==> config.mk <==
export PLATFORM = sky130hd
export DESIGN_NAME = stackCalc
export DESIGN_NICKNAME = d
export VERILOG_FILES = /design/src/common/calcPkg.sv /design/src/source/stackCalc.sv /design/src/source/stackRam.sv /design/src/source/valueDatapath.sv /design/src/source/pointerRegs.sv /design/src/stackCtrl/stackCtrl.sv
export SDC_FILE = /design/constraint.sdc
export NUM_CORES = 1
export LEC_CHECK = 0
export ABC_CLOCK_PERIOD_IN_PS = 17900
export BUFFER_PORTS_ARGS = -buffer_cell sky130_fd_sc_hd__buf_2
export CAP_MARGIN = 20
export CELL_PAD_IN_SITES_DETAIL_PLACEMENT = 1
export CELL_PAD_IN_SITES_GLOBAL_PLACEMENT = 1
export CORE_MARGIN = 2
export CORE_UTILIZATION = 59
export CTS_CLUSTER_SIZE = 20
export DETAILED_ROUTE_END_ITERATION = 16
export GPL_TIMING_DRIVEN = 1
export MAX_ROUTING_LAYER = met4
export PLACE_DENSITY_LB_ADDON = 0.1
export SYNTH_ARGS = -nofsm -noshare
export SYNTH_HDL_FRONTEND = slang
export SYNTH_SLANG_ARGS = --single-unit
==> constraint.sdc <==
create_clock -name clk -period 17.9 [get_ports clk]
set_clock_uncertainty 0.2 [all_clocks]
set_input_delay 2.685 -clock clk [delete_from_list [all_inputs] [get_ports clk]]
set_output_delay 2.685 -clock clk [all_outputs]
set_load 0.05 [all_outputs]
==> src/common/calcPkg.sv <==
`default_nettype none

package calcPkg;

    // host command codes
    typedef enum logic [2:0] {
        opReset  = 3'd0,
        opPush   = 3'd1,
        opPop    = 3'd2,
        opAdd    = 3'd3,
        opSub    = 3'd4,
        opDarDec = 3'd5,
        opDarInc = 3'd6
    } opT;

    // sequencer states, one per microword
    typedef enum logic [4:0] {
        stWait       = 5'd0,
        stReset      = 5'd1,
        stPush       = 5'd2,
        stSprDec     = 5'd3,
        stDarFromSpr = 5'd4,
        stReqDvr     = 5'd5,
        stLoadDvr    = 5'd6,
        stPop        = 5'd7,
        stSubSprIncB = 5'd8,
        stSubReqB    = 5'd9,
        stSubLoadB   = 5'd10,
        stSubSprIncA = 5'd11,
        stSubReqA    = 5'd12,
        stSubLoadA   = 5'd13,
        stSubStore   = 5'd14,
        stAddSprIncB = 5'd15,
        stAddReqB    = 5'd16,
        stAddLoadB   = 5'd17,
        stAddSprIncA = 5'd18,
        stAddReqA    = 5'd19,
        stAddLoadA   = 5'd20,
        stAddStore   = 5'd21,
        stDarDec     = 5'd22,
        stDarInc     = 5'd23
    } stateT;

    // stack pointer source, init is all ones (empty stack)
    typedef enum logic [1:0] {
        sprInit = 2'd0,
        sprDec  = 2'd1,
        sprInc  = 2'd2
    } sprSelT;

    // display pointer source
    typedef enum logic [1:0] {
        darInit    = 2'd0,
        darFromSpr = 2'd1,
        darDec     = 2'd2,
        darInc     = 2'd3
    } darSelT;

    // display value source
    typedef enum logic [1:0] {
        dvrInit = 2'd0,
        dvrRam  = 2'd1,
        dvrAlu  = 2'd2
    } dvrSelT;

    // one microword, fanned out to the datapath blocks
    typedef struct packed {
        sprSelT sprSel;
        logic   sprLoad;
        darSelT darSel;
        logic   darLoad;
        dvrSelT dvrSel;
        logic   dvrLoad;
        logic   addrFromDar;
        logic   opALoad;
        logic   opBLoad;
        logic   aluSub;
        logic   wrFromAlu;
        logic   ramEn;
        logic   ramWe;
    } ctrlT;

endpackage

`default_nettype wire
==> src/source/stackCalc.sv <==
`timescale 1ns/10ps
`default_nettype none

module stackCalc #(
    parameter int DataWidth = 8,
    parameter int AddrWidth = 7
) (
    input  wire logic                 clk,
    input  wire logic                 rstN,
    input  wire logic                 cmdValid,
    input  wire calcPkg::opT          cmd,
    input  wire logic [DataWidth-1:0] switches,
    output logic                      credit,
    output logic [DataWidth-1:0]      dispValue,
    output logic [AddrWidth-1:0]      dispAddr,
    output logic                      stackEmpty
);

    calcPkg::ctrlT        ctrl;
    logic [AddrWidth-1:0] ramAddr;
    logic [DataWidth-1:0] ramWrData;
    logic [DataWidth-1:0] ramRdData;

    // microcode sequencer
    stackCtrl stackCtrl_i (
        .clk      (clk),
        .rstN     (rstN),
        .cmdValid (cmdValid),
        .cmd      (cmd),
        .ctrl     (ctrl),
        .credit   (credit)
    );

    // spr / dar and address select
    pointerRegs #(.AddrWidth(AddrWidth)) pointerRegs_i (
        .clk        (clk),
        .rstN       (rstN),
        .ctrl       (ctrl),
        .ramAddr    (ramAddr),
        .dispAddr   (dispAddr),
        .stackEmpty (stackEmpty)
    );

    valueDatapath #(.DataWidth(DataWidth)) valueDatapath_i (
        .clk       (clk),
        .rstN      (rstN),
        .ctrl      (ctrl),
        .ramRdData (ramRdData),
        .switches  (switches),
        .ramWrData (ramWrData),
        .dispValue (dispValue)
    );

    stackRam #(.DataWidth(DataWidth), .AddrWidth(AddrWidth)) stackRam_i (
        .clk       (clk),
        .ramEn     (ctrl.ramEn),
        .ramWe     (ctrl.ramWe),
        .ramAddr   (ramAddr),
        .ramWrData (ramWrData),
        .ramRdData (ramRdData)
    );

endmodule

`default_nettype wire

==> src/source/stackRam.sv <==
`timescale 1ns/10ps
`default_nettype none

module stackRam #(
    parameter int DataWidth = 8,
    parameter int AddrWidth = 7
) (
    input  wire logic                 clk,
    input  wire logic                 ramEn,
    input  wire logic                 ramWe,
    input  wire logic [AddrWidth-1:0] ramAddr,
    input  wire logic [DataWidth-1:0] ramWrData,
    output logic [DataWidth-1:0]      ramRdData
);

    logic [DataWidth-1:0] mem [0:(1 << AddrWidth)-1];

    // single port, read data registered and held between reads
    always_ff @(posedge clk) begin
        if (ramEn) begin
            if (ramWe) begin
                mem[ramAddr] <= ramWrData;
            end else begin
                ramRdData <= mem[ramAddr];
            end
        end
    end

endmodule

`default_nettype wire

==> src/source/valueDatapath.sv <==
`timescale 1ns/10ps
`default_nettype none

module valueDatapath #(
    parameter int DataWidth = 8
) (
    input  wire logic                 clk,
    input  wire logic                 rstN,
    input  wire calcPkg::ctrlT        ctrl,
    input  wire logic [DataWidth-1:0] ramRdData,
    input  wire logic [DataWidth-1:0] switches,
    output logic [DataWidth-1:0]      ramWrData,
    output logic [DataWidth-1:0]      dispValue
);

    logic [DataWidth-1:0] opAQ;
    logic [DataWidth-1:0] opBQ;
    logic [DataWidth-1:0] dvrQ;
    logic [DataWidth-1:0] aluOut;
    logic [DataWidth-1:0] dvrNext;

    // operands only ever come from the stack
    always_ff @(posedge clk) begin
        if (ctrl.opALoad) begin
            opAQ <= ramRdData;
        end
        if (ctrl.opBLoad) begin
            opBQ <= ramRdData;
        end
    end

    // A is the deeper entry, B the top, wraps at DataWidth
    assign aluOut = ctrl.aluSub ? (opAQ - opBQ) : (opAQ + opBQ);

    always_comb begin
        case (ctrl.dvrSel)
            calcPkg::dvrRam: dvrNext = ramRdData;
            calcPkg::dvrAlu: dvrNext = aluOut;
            default:         dvrNext = '0;
        endcase
    end

    always_ff @(posedge clk) begin
        if (!rstN) begin
            dvrQ <= '0;
        end else if (ctrl.dvrLoad) begin
            dvrQ <= dvrNext;
        end
    end

    // push stores switches, add/sub store the result
    assign ramWrData = ctrl.wrFromAlu ? aluOut : switches;
    assign dispValue = dvrQ;

endmodule

`default_nettype wire

==> src/source/pointerRegs.sv <==
`timescale 1ns/10ps
`default_nettype none

module pointerRegs #(
    parameter int AddrWidth = 7
) (
    input  wire logic                 clk,
    input  wire logic                 rstN,
    input  wire calcPkg::ctrlT        ctrl,
    output logic [AddrWidth-1:0]      ramAddr,
    output logic [AddrWidth-1:0]      dispAddr,
    output logic                      stackEmpty
);

    logic [AddrWidth-1:0] sprQ;
    logic [AddrWidth-1:0] darQ;
    logic [AddrWidth-1:0] sprPlus1;
    logic [AddrWidth-1:0] sprNext;
    logic [AddrWidth-1:0] darNext;

    // spr points at the next free slot, stack grows downward
    assign sprPlus1 = sprQ + 1'b1;

    always_comb begin
        case (ctrl.sprSel)
            calcPkg::sprInit: sprNext = '1;
            calcPkg::sprDec:  sprNext = sprQ - 1'b1;
            calcPkg::sprInc:  sprNext = sprPlus1;
            default:          sprNext = sprQ;
        endcase
    end

    always_comb begin
        case (ctrl.darSel)
            calcPkg::darInit:    darNext = '0;
            calcPkg::darFromSpr: darNext = sprPlus1;
            calcPkg::darDec:     darNext = darQ - 1'b1;
            default:             darNext = darQ + 1'b1;
        endcase
    end

    always_ff @(posedge clk) begin
        if (!rstN) begin
            sprQ <= '1;
            darQ <= '0;
        end else begin
            if (ctrl.sprLoad) begin
                sprQ <= sprNext;
            end
            if (ctrl.darLoad) begin
                darQ <= darNext;
            end
        end
    end

    assign ramAddr    = ctrl.addrFromDar ? darQ : sprQ;
    assign dispAddr   = darQ;
    // nothing pushed while spr still at top of memory
    assign stackEmpty = &sprQ;

endmodule

`default_nettype wire

==> src/stackCtrl/stackCtrl.sv <==
`timescale 1ns/10ps
`default_nettype none

module stackCtrl (
    input  wire logic          clk,
    input  wire logic          rstN,
    input  wire logic          cmdValid,
    input  wire calcPkg::opT   cmd,
    output calcPkg::ctrlT      ctrl,
    output logic               credit
);

    calcPkg::stateT stateQ;
    calcPkg::stateT stateNext;
    calcPkg::stateT microNext;
    calcPkg::stateT entryState;

    // microword table, purely from current state
    always_comb begin
        ctrl = '0;
        case (stateQ)
            calcPkg::stReset: begin
                // all three registers back to init values
                ctrl.sprSel  = calcPkg::sprInit;
                ctrl.sprLoad = 1'b1;
                ctrl.darSel  = calcPkg::darInit;
                ctrl.darLoad = 1'b1;
                ctrl.dvrSel  = calcPkg::dvrInit;
                ctrl.dvrLoad = 1'b1;
            end
            calcPkg::stPush: begin
                // switches into the free slot at spr
                ctrl.ramEn = 1'b1;
                ctrl.ramWe = 1'b1;
            end
            calcPkg::stSprDec: begin
                ctrl.sprSel  = calcPkg::sprDec;
                ctrl.sprLoad = 1'b1;
            end
            calcPkg::stPop, calcPkg::stAddSprIncB, calcPkg::stAddSprIncA,
            calcPkg::stSubSprIncB, calcPkg::stSubSprIncA: begin
                ctrl.sprSel  = calcPkg::sprInc;
                ctrl.sprLoad = 1'b1;
            end
            calcPkg::stDarFromSpr: begin
                // display follows new top of stack
                ctrl.darSel  = calcPkg::darFromSpr;
                ctrl.darLoad = 1'b1;
            end
            calcPkg::stDarDec: begin
                ctrl.darSel  = calcPkg::darDec;
                ctrl.darLoad = 1'b1;
            end
            calcPkg::stDarInc: begin
                ctrl.darSel  = calcPkg::darInc;
                ctrl.darLoad = 1'b1;
            end
            calcPkg::stReqDvr: begin
                ctrl.addrFromDar = 1'b1;
                ctrl.ramEn       = 1'b1;
            end
            calcPkg::stLoadDvr: begin
                // read data arrives one cycle after the request
                ctrl.dvrSel  = calcPkg::dvrRam;
                ctrl.dvrLoad = 1'b1;
            end
            calcPkg::stAddReqB, calcPkg::stAddReqA,
            calcPkg::stSubReqB, calcPkg::stSubReqA: begin
                ctrl.ramEn = 1'b1;
            end
            calcPkg::stAddLoadB, calcPkg::stSubLoadB: begin
                ctrl.opBLoad = 1'b1;
            end
            calcPkg::stAddLoadA, calcPkg::stSubLoadA: begin
                ctrl.opALoad = 1'b1;
            end
            calcPkg::stAddStore, calcPkg::stSubStore: begin
                // result over A's slot, spr steps back so A's slot is the new top
                ctrl.aluSub    = (stateQ == calcPkg::stSubStore);
                ctrl.wrFromAlu = 1'b1;
                ctrl.ramEn     = 1'b1;
                ctrl.ramWe     = 1'b1;
                ctrl.dvrSel    = calcPkg::dvrAlu;
                ctrl.dvrLoad   = 1'b1;
                ctrl.sprSel    = calcPkg::sprDec;
                ctrl.sprLoad   = 1'b1;
            end
            default: begin
                ctrl = '0;
            end
        endcase
    end

    // successor of each microword
    always_comb begin
        case (stateQ)
            calcPkg::stPush:       microNext = calcPkg::stSprDec;
            calcPkg::stSprDec:     microNext = calcPkg::stDarFromSpr;
            calcPkg::stPop:        microNext = calcPkg::stDarFromSpr;
            calcPkg::stDarFromSpr: microNext = calcPkg::stReqDvr;
            calcPkg::stDarDec:     microNext = calcPkg::stReqDvr;
            calcPkg::stDarInc:     microNext = calcPkg::stReqDvr;
            calcPkg::stReqDvr:     microNext = calcPkg::stLoadDvr;
            calcPkg::stAddSprIncB: microNext = calcPkg::stAddReqB;
            calcPkg::stAddReqB:    microNext = calcPkg::stAddLoadB;
            calcPkg::stAddLoadB:   microNext = calcPkg::stAddSprIncA;
            calcPkg::stAddSprIncA: microNext = calcPkg::stAddReqA;
            calcPkg::stAddReqA:    microNext = calcPkg::stAddLoadA;
            calcPkg::stAddLoadA:   microNext = calcPkg::stAddStore;
            calcPkg::stSubSprIncB: microNext = calcPkg::stSubReqB;
            calcPkg::stSubReqB:    microNext = calcPkg::stSubLoadB;
            calcPkg::stSubLoadB:   microNext = calcPkg::stSubSprIncA;
            calcPkg::stSubSprIncA: microNext = calcPkg::stSubReqA;
            calcPkg::stSubReqA:    microNext = calcPkg::stSubLoadA;
            calcPkg::stSubLoadA:   microNext = calcPkg::stSubStore;
            default:               microNext = calcPkg::stWait;
        endcase
    end

    // first microword of each command
    always_comb begin
        case (cmd)
            calcPkg::opReset:  entryState = calcPkg::stReset;
            calcPkg::opPush:   entryState = calcPkg::stPush;
            calcPkg::opPop:    entryState = calcPkg::stPop;
            calcPkg::opAdd:    entryState = calcPkg::stAddSprIncB;
            calcPkg::opSub:    entryState = calcPkg::stSubSprIncB;
            calcPkg::opDarDec: entryState = calcPkg::stDarDec;
            calcPkg::opDarInc: entryState = calcPkg::stDarInc;
            default:           entryState = calcPkg::stWait;
        endcase
    end

    // commands only taken while idle
    assign stateNext = (stateQ == calcPkg::stWait) ?
                       (cmdValid ? entryState : calcPkg::stWait) : microNext;

    // last microword of a sequence hands the credit back
    assign credit = (stateQ != calcPkg::stWait) && (microNext == calcPkg::stWait);

    always_ff @(posedge clk) begin
        if (!rstN) begin
            stateQ <= calcPkg::stWait;
        end else begin
            stateQ <= stateNext;
        end
    end

endmodule

`default_nettype wire

======== Word-level counts from Yosys, hierarchy flattened ========
Memories as Yosys holds them, arrays and structs flattened. A register that Yosys moved wholly into a read port is not among the register bits.
Index checks and enable logic that the tools add are counted.
word-level totals
  flip-flop bits (word level) ............. 43
  bits in latches ......................... 0
  memory bits (writable) .................. 1024
  memory bits (read-only) ................. 160
  input bits .............................. 14
  output and inout bits ................... 17
  word-level logic and storage cells ...... 90
  memories kept ........................... 2
memory list
  memory            depth  width  read ports  clocked after memory_dff  write ports  line             source
  stackRam_i.mem    128    8      1           1                         1            stackRam.sv:16   logic [DataWidth-1:0] mem [0:(1 << AddrWidth)-1];
  (name not given)  32     5      1           1                         0            stackCtrl.sv:96  case (stateQ)
operators by class
  add/sub/neg operators ................... 6
  multiply operators ...................... 0
  div/mod/pow operators ................... 0
  $lt $le $gt $ge ......................... 0
  eq/ne operators ......................... 35
  shifts and indexed selects .............. 0
  muxes and demuxes ....................... 22
  bitwise gates (word level) .............. 1
  reductions and logical operators ........ 18
operator list
  operator                                              number
  case mux 7 bit (3 select lines)                       2
  equality test 5 x 4 -> 1 bit (second input constant)  8
  equality test 5 bit (second input constant)           8
  case mux 5 bit (7 select lines)                       1
  equality test 5 x 3 -> 1 bit (second input constant)  4
  case mux 3 bit (3 select lines)                       2
  two-way mux 8 bit                                     2
  case mux 8 bit (2 select lines)                       1
  two-way mux 5 bit                                     3
  adder 7 x 1 -> 7 bit (second input constant)          2
  subtractor 7 x 1 -> 7 bit (second input constant)     2
  case mux 3 bit (4 select lines)                       1
  equality test 5 x 2 -> 1 bit (second input constant)  2
  logical NOT 5 bit                                     2
  equality test 3 bit (second input constant)           3
  adder 8 bit                                           1
  two-way mux 1 bit                                     8
  OR reduction 8 bit                                    1
  subtractor 8 bit                                      1
  two-way mux 7 bit                                     1
  AND reduction 7 bit                                   1
  equality test 2 x 1 -> 1 bit (second input constant)  3
  equality test 2 bit (second input constant)           3
  equality test 3 x 2 -> 1 bit (second input constant)  2
  13 further kinds                                      18

======== Logic depth before layout (Yosys ltp) ========
  depth after elaboration ................. 6
  depth in mapped cells ................... 15
  mapped depth without buffers ............ 14

======== Modules after synthesis ========
From an unflattened synthesis, not the netlist that was laid out.
unflattened totals
  cell total of the unflattened synthesis .. 2913
  area total of the unflattened synthesis .. 44154.8 um2
modules (own cells, without submodules)
  module         instances  cells an instance  area an instance (um2)  sequential area each (um2)
  stackRam       1          2468               40537.6                 30989.7
  valueDatapath  1          146                1470.2                  640.6
  pointerRegs    1          164                1199.9                  280.3
  stackCtrl      1          135                947.2                   200.2

======== Least setup slack after synthesis ========
OpenSTA, ideal clock, no wires.
  kind .................................... register to register
  from .................................... reg stackCtrl_i.stateQ[1]
  to ...................................... mem stackRam_i.mem[0][2], data pin
  library setup time ...................... 1197 ps
  arrival time ............................ 7117 ps
  required time ........................... 16503 ps
  path slack .............................. 9386 ps
  stages on the path, launching flop included .. 9
  buffers on the path ..................... 1
  period minus slack after synthesis ...... 8514 ps
  path through ............................ dfxtp_1 clkbuf_1 nor2b_1 nand2_1 nor2_1 mux2_2 fa_1 xor2_1 o21ai_0
on the way
  cells in the longest elaborated chain, start to end .. 5
  elaborated cells on any way between the ends .. 6
  those cells by class .................... 2 x eq/ne; 3 x mux; 1 x reduce/logical
RTL lines
  item                                                                        line                              source
  start, declared                                                             stackCtrl.sv:13                   calcPkg::stateT stateQ;
  start signal, assigned                                                      stackCtrl.sv:143                  stateQ <= calcPkg::stWait;
  start signal, assigned                                                      stackCtrl.sv:145                  stateQ <= stateNext;
  equality test 5 bit / equality test 5 x 4 -> 1 bit (equally long branches)  stackCtrl.sv:21, stackCtrl.sv:79
  OR reduction 2 bit                                                          -
  two-way mux 2 bit *                                                         stackCtrl.sv:21                   case (stateQ)
  two-way mux 8 bit                                                           valueDatapath.sv:33               assign aluOut = ctrl.aluSub ? (opAQ - opBQ) : (opAQ + opBQ);
  two-way mux 8 bit *                                                         valueDatapath.sv:52               assign ramWrData = ctrl.wrFromAlu ? aluOut : switches;
  net ramWrData[2]                                                            stackCalc.sv:21                   logic [DataWidth-1:0] ramWrData;
  end, declared                                                               stackRam.sv:16
Mark *: on every way through the listed nets, which the timed path passes. The rest lies on a longest branch.

======== Worst setup path after layout ========
  from .................................... reg stackCtrl_i.stateQ[2]
  to ...................................... reg stackRam_i.ramRdData[2] (read register of stackRam_i.mem), data pin
on the way
  cells in the longest elaborated chain, start to end .. 5
  elaborated cells on any way between the ends .. 16
  those cells by class .................... 8 x eq/ne; 4 x mux; 1 x bitwise; 3 x reduce/logical
RTL lines
  item                                                        line             source
  equality test 5 x 2 -> 1 bit, or another cell as far along  stackCtrl.sv:21
  OR reduction 3 bit (no line)                                -
  two-way mux 1 bit                                           stackCtrl.sv:21
  NOT 1 bit (no line)                                         -
  AND reduction 2 bit (no line)                               -
  end, declared                                               stackRam.sv:13   output logic [DataWidth-1:0] ramRdData
Several ways; a longest one is shown, not always the timed one.
A chain may end at the register's enable or synchronous reset.

==> flow_summary.json <==
{
  "p_comb_frac": 0.110,
  "cts_setup_buffers": 0,
  "seqPwrFrac": 0.489,
  "postSynth.asyncResetShare": 0,
  "core_area_mm2": 0.07457,
  "stdcell_count": 3803,
  "tns_ps": 0,
  "dieArea_mm2": 0.07770,
  "end_kind": "flip-flop",
  "clk_latency_ps": 680,
  "initial_utilization": 0.5973,
  "design_area_mm2": 0.04930,
  "cts.sinks": 1080,
  "drive_gt1_frac": 0.1642,
  "rsz0062_at_grt": "no",
  "die_h_um": 278.8,
  "reg2reg_from": "stackCtrl_i.stateQ[2]$_SDFF_PN0_",
  "syn_inst": 2713,
  "mostFrequentLayoutCell": "edfxtp_1",
  "dp_hpwl_um": 68740,
  "yosysUniqueCellTypes": 64,
  "viasPerCell": 6.648,
  "rows": 100,
  "power.internal_uw": 4314,
  "p_clk_frac": 0.400,
  "start_kind": "flip-flop",
  "grt_pass1_wl_um": 176600,
  "grt_pass1_vias": 26541,
  "ctsHoldBuffers": 0,
  "clockRootBuffer": "clkbuf_16",
  "p_sw_uw": 1435,
  "routed_wl_um": 120000,
  "ys.flop_type": "edfxtp_1",
  "min_path_type": "flip-flop to flip-flop",
  "drtPass1Iterations": 5,
  "chipWidth_um": 278.8,
  "regToRegSetupSlack_ps": 11180,
  "holdPathStages": 2,
  "wl_per_cell_um": 31.56,
  "nNetsFinal": 2776,
  "ys_seq_elements": 1080,
  "ys_seq_area_frac": 0.7209,
  "clk_pin_slew_ps": 60,
  "antenna_found_initial": 4,
  "cap_violations": 0,
  "ant_nets": 0,
  "avgSynthCellArea_um2": 16.42,
  "startpoint": "stackCtrl_i.stateQ[2]$_SDFF_PN0_",
  "ir_worst_vdd_uv": 91.68,
  "htree_num_levels": 3,
  "ctsResizeCount": 0,
  "fillCellCount": 6320,
  "place_congestion": 0.8239,
  "gr-usage-all-layers": 0.3180,
  "final_cell_mix": "edfxtp_1 (1048), mux2i_1 (255), mux2_2 (175)",
  "r2r_end": "stackRam_i.ramRdData[2]$_DFFE_PP_",
  "cts_tree": "built",
  "cellPowerDensity_mw_per_mm2": 116.6,
  "fin_crit_ps": 6721,
  "max_freq_ghz": 0.1488,
  "crit_arrival_ps": 6840,
  "ys_warn_count": 0,
  "status": "completed",
  "relSlewSlack": 0.1123,
  "dp.cells": 3586,
  "hold_violations": 0,
  "netlist_area_mm2": 0.04454,
  "rr_worst_depth": 10,
  "path_class": "flip-flop to flip-flop",
  "setup_viol": 0,
  "io_pins": 31,
  "port_buffers": 30,
  "synth_edf_count": 1048,
  "synth_nets": 2751,
  "numCtsBuffers": 109,
  "grt_max_degree": 173,
  "p_sw_frac": 0.2496,
  "area_delta_synth_final_pct": 10.69,
  "hold_start": "valueDatapath_i.dispValue[1]$_SDFFE_PN0N_",
  "drtIter0Drc": 2840,
  "critPathRequiredTime_ps": 18020,
  "worst_pin_slew_ps": 1331,
  "dpl_cell_area_mm2": 0.04559,
  "holdPathEnd": "valueDatapath_i.dispValue[1]$_SDFFE_PN0N_",
  "period_share": 0.3755,
  "overflow": 0,
  "clock_path_buffers": 3,
  "route.detailed.drc": 0,
  "drv_slew": 0,
  "p_leak_uw": 0.01507,
  "crit_fanout": 65,
  "num_vias": 25282
}
[area by class of cell]
class	count	area, um2	area share
Sequential cell	1080	32110	0.6513
Multi-Input combinational cell	1440	11700	0.2373
Clock buffer	135	2910	0.05903
Tap cell	969	1212	0.02459
Clock inverter	70	681.9	0.01383
Timing Repair Buffer	83	588.1	0.01193
Inverter	24	90.09	0.001827
Antenna cell	2	5.005	0.0001015
[worst max-delay path, stage by stage, from the launching register on]
cell       delay [ps]
dfxtp_1           740
and2b_1           230
and3_1            620
mux2i_4           500
buf_4             850
buf_4             860
mux2_2            420
a22oi_1           280
a21oi_1           200
o41ai_1          1020
o2111ai_1         310
[power groups by stage]
stage	sequential, uW	clock (uW)	combinational [uW]
final	2810	2300	634
after detailed placement	2870	0	617
after CTS	2810	2310	625
after global routing	2810	2410	659
after floorplan	2860	0	369
after global placement	2860	0	590
[cells by family (layout without fill, tap and decap cells)]
kind of cell               Yosys count  after routing  synth area share
buffers and inverters              193            312           0.02076
muxes                              517            517            0.1242
adders and majority gates           24             24          0.007079
other                                0              2                 0
AOI/OAI and AO/OA                  542            542           0.08840
xor gates and xnor gates            23             23          0.004523
and+or+nand+nor                    334            334           0.03410
DFF                               1080           1080            0.7209
[layer usage]
metal | track usage | vias to the layer above | part of all wire
met5 | - | - | 0
met4 | 0.09167 | 0 | 0.027
met3 | 0.04769 | 199 | 0.067
met2 | 0.5245 | 1059 | 0.51
met1 | 0.4147 | 13222 | 0.40
li1 | - | 10802 | -
[synth_stat cells (11+ instances only)]
cell type | instances | area (um2)
a22oi_1 | 136 | 1021
mux2_2 | 177 | 1993
buf_6 | 11 | 123.9
mux2_1 | 76 | 855.8
nor2b_1 | 26 | 162.7
ha_1 | 22 | 275.3
nor3_1 | 26 | 130.1
xnor2_1 | 14 | 122.6
mux2i_1 | 256 | 2562
o41ai_1 | 14 | 122.6
clkbuf_1 | 93 | 349.1
o22a_1 | 127 | 1112
edfxtp_1 | 1048 | 31470
buf_2 | 34 | 170.2
nand2_1 | 48 | 180.2
nor2_1 | 163 | 611.8
o21ai_0 | 23 | 115.1
dfxtp_1 | 32 | 640.6
nand3_1 | 20 | 100.1
buf_1 | 11 | 41.29
a21oi_1 | 151 | 755.7
buf_4 | 20 | 150.1
inv_1 | 24 | 90.09
[flip-flops by register name (all words and copies together), names as in the netlist]
register,cells
stackRam_i.mem,1024
stackRam_i.ramRdData,8
valueDatapath_i.dispValue,8
valueDatapath_i.opAQ,8
valueDatapath_i.opBQ,8
pointerRegs_i.dispAddr,7
pointerRegs_i.sprQ,7
stackCtrl_i.microNext,5
stackCtrl_i.stateQ,5
[metrics by stage]
stage                       util  setup slack [ps]  hold WS (ps)  total power, uW
after floorplan                -              9386         245.4             3228
after global placement    0.6107             10700         293.9             3455
after detailed placement  0.6113             10760         312.9             3483
after CTS                 0.6595             10640         327.4             5751
after global routing      0.6611             10950         372.3             5878
final                     0.6611             11180         325.6             5749
[worst max path at each step]
| stage | end | slack [ps] |
|---|---|---|
| 6_report | stackRam_i.ramRdData[2]$_DFFE_PP_ | 11180 |
| 5_1_grt | stackRam_i.ramRdData[2]$_DFFE_PP_ | 10950 |
| 4_1_cts | stackRam_i.ramRdData[2]$_DFFE_PP_ | 10640 |
| 3_5_place_dp | stackRam_i.ramRdData[2]$_DFFE_PP_ | 10760 |
| 3_3_place_gp | stackRam_i.ramRdData[6]$_DFFE_PP_ | 10700 |
| 2_1_floorplan | stackRam_i.mem[0][2]$_DFFE_PP_ | 9390 |
Power figures use the tool's default switching activity.
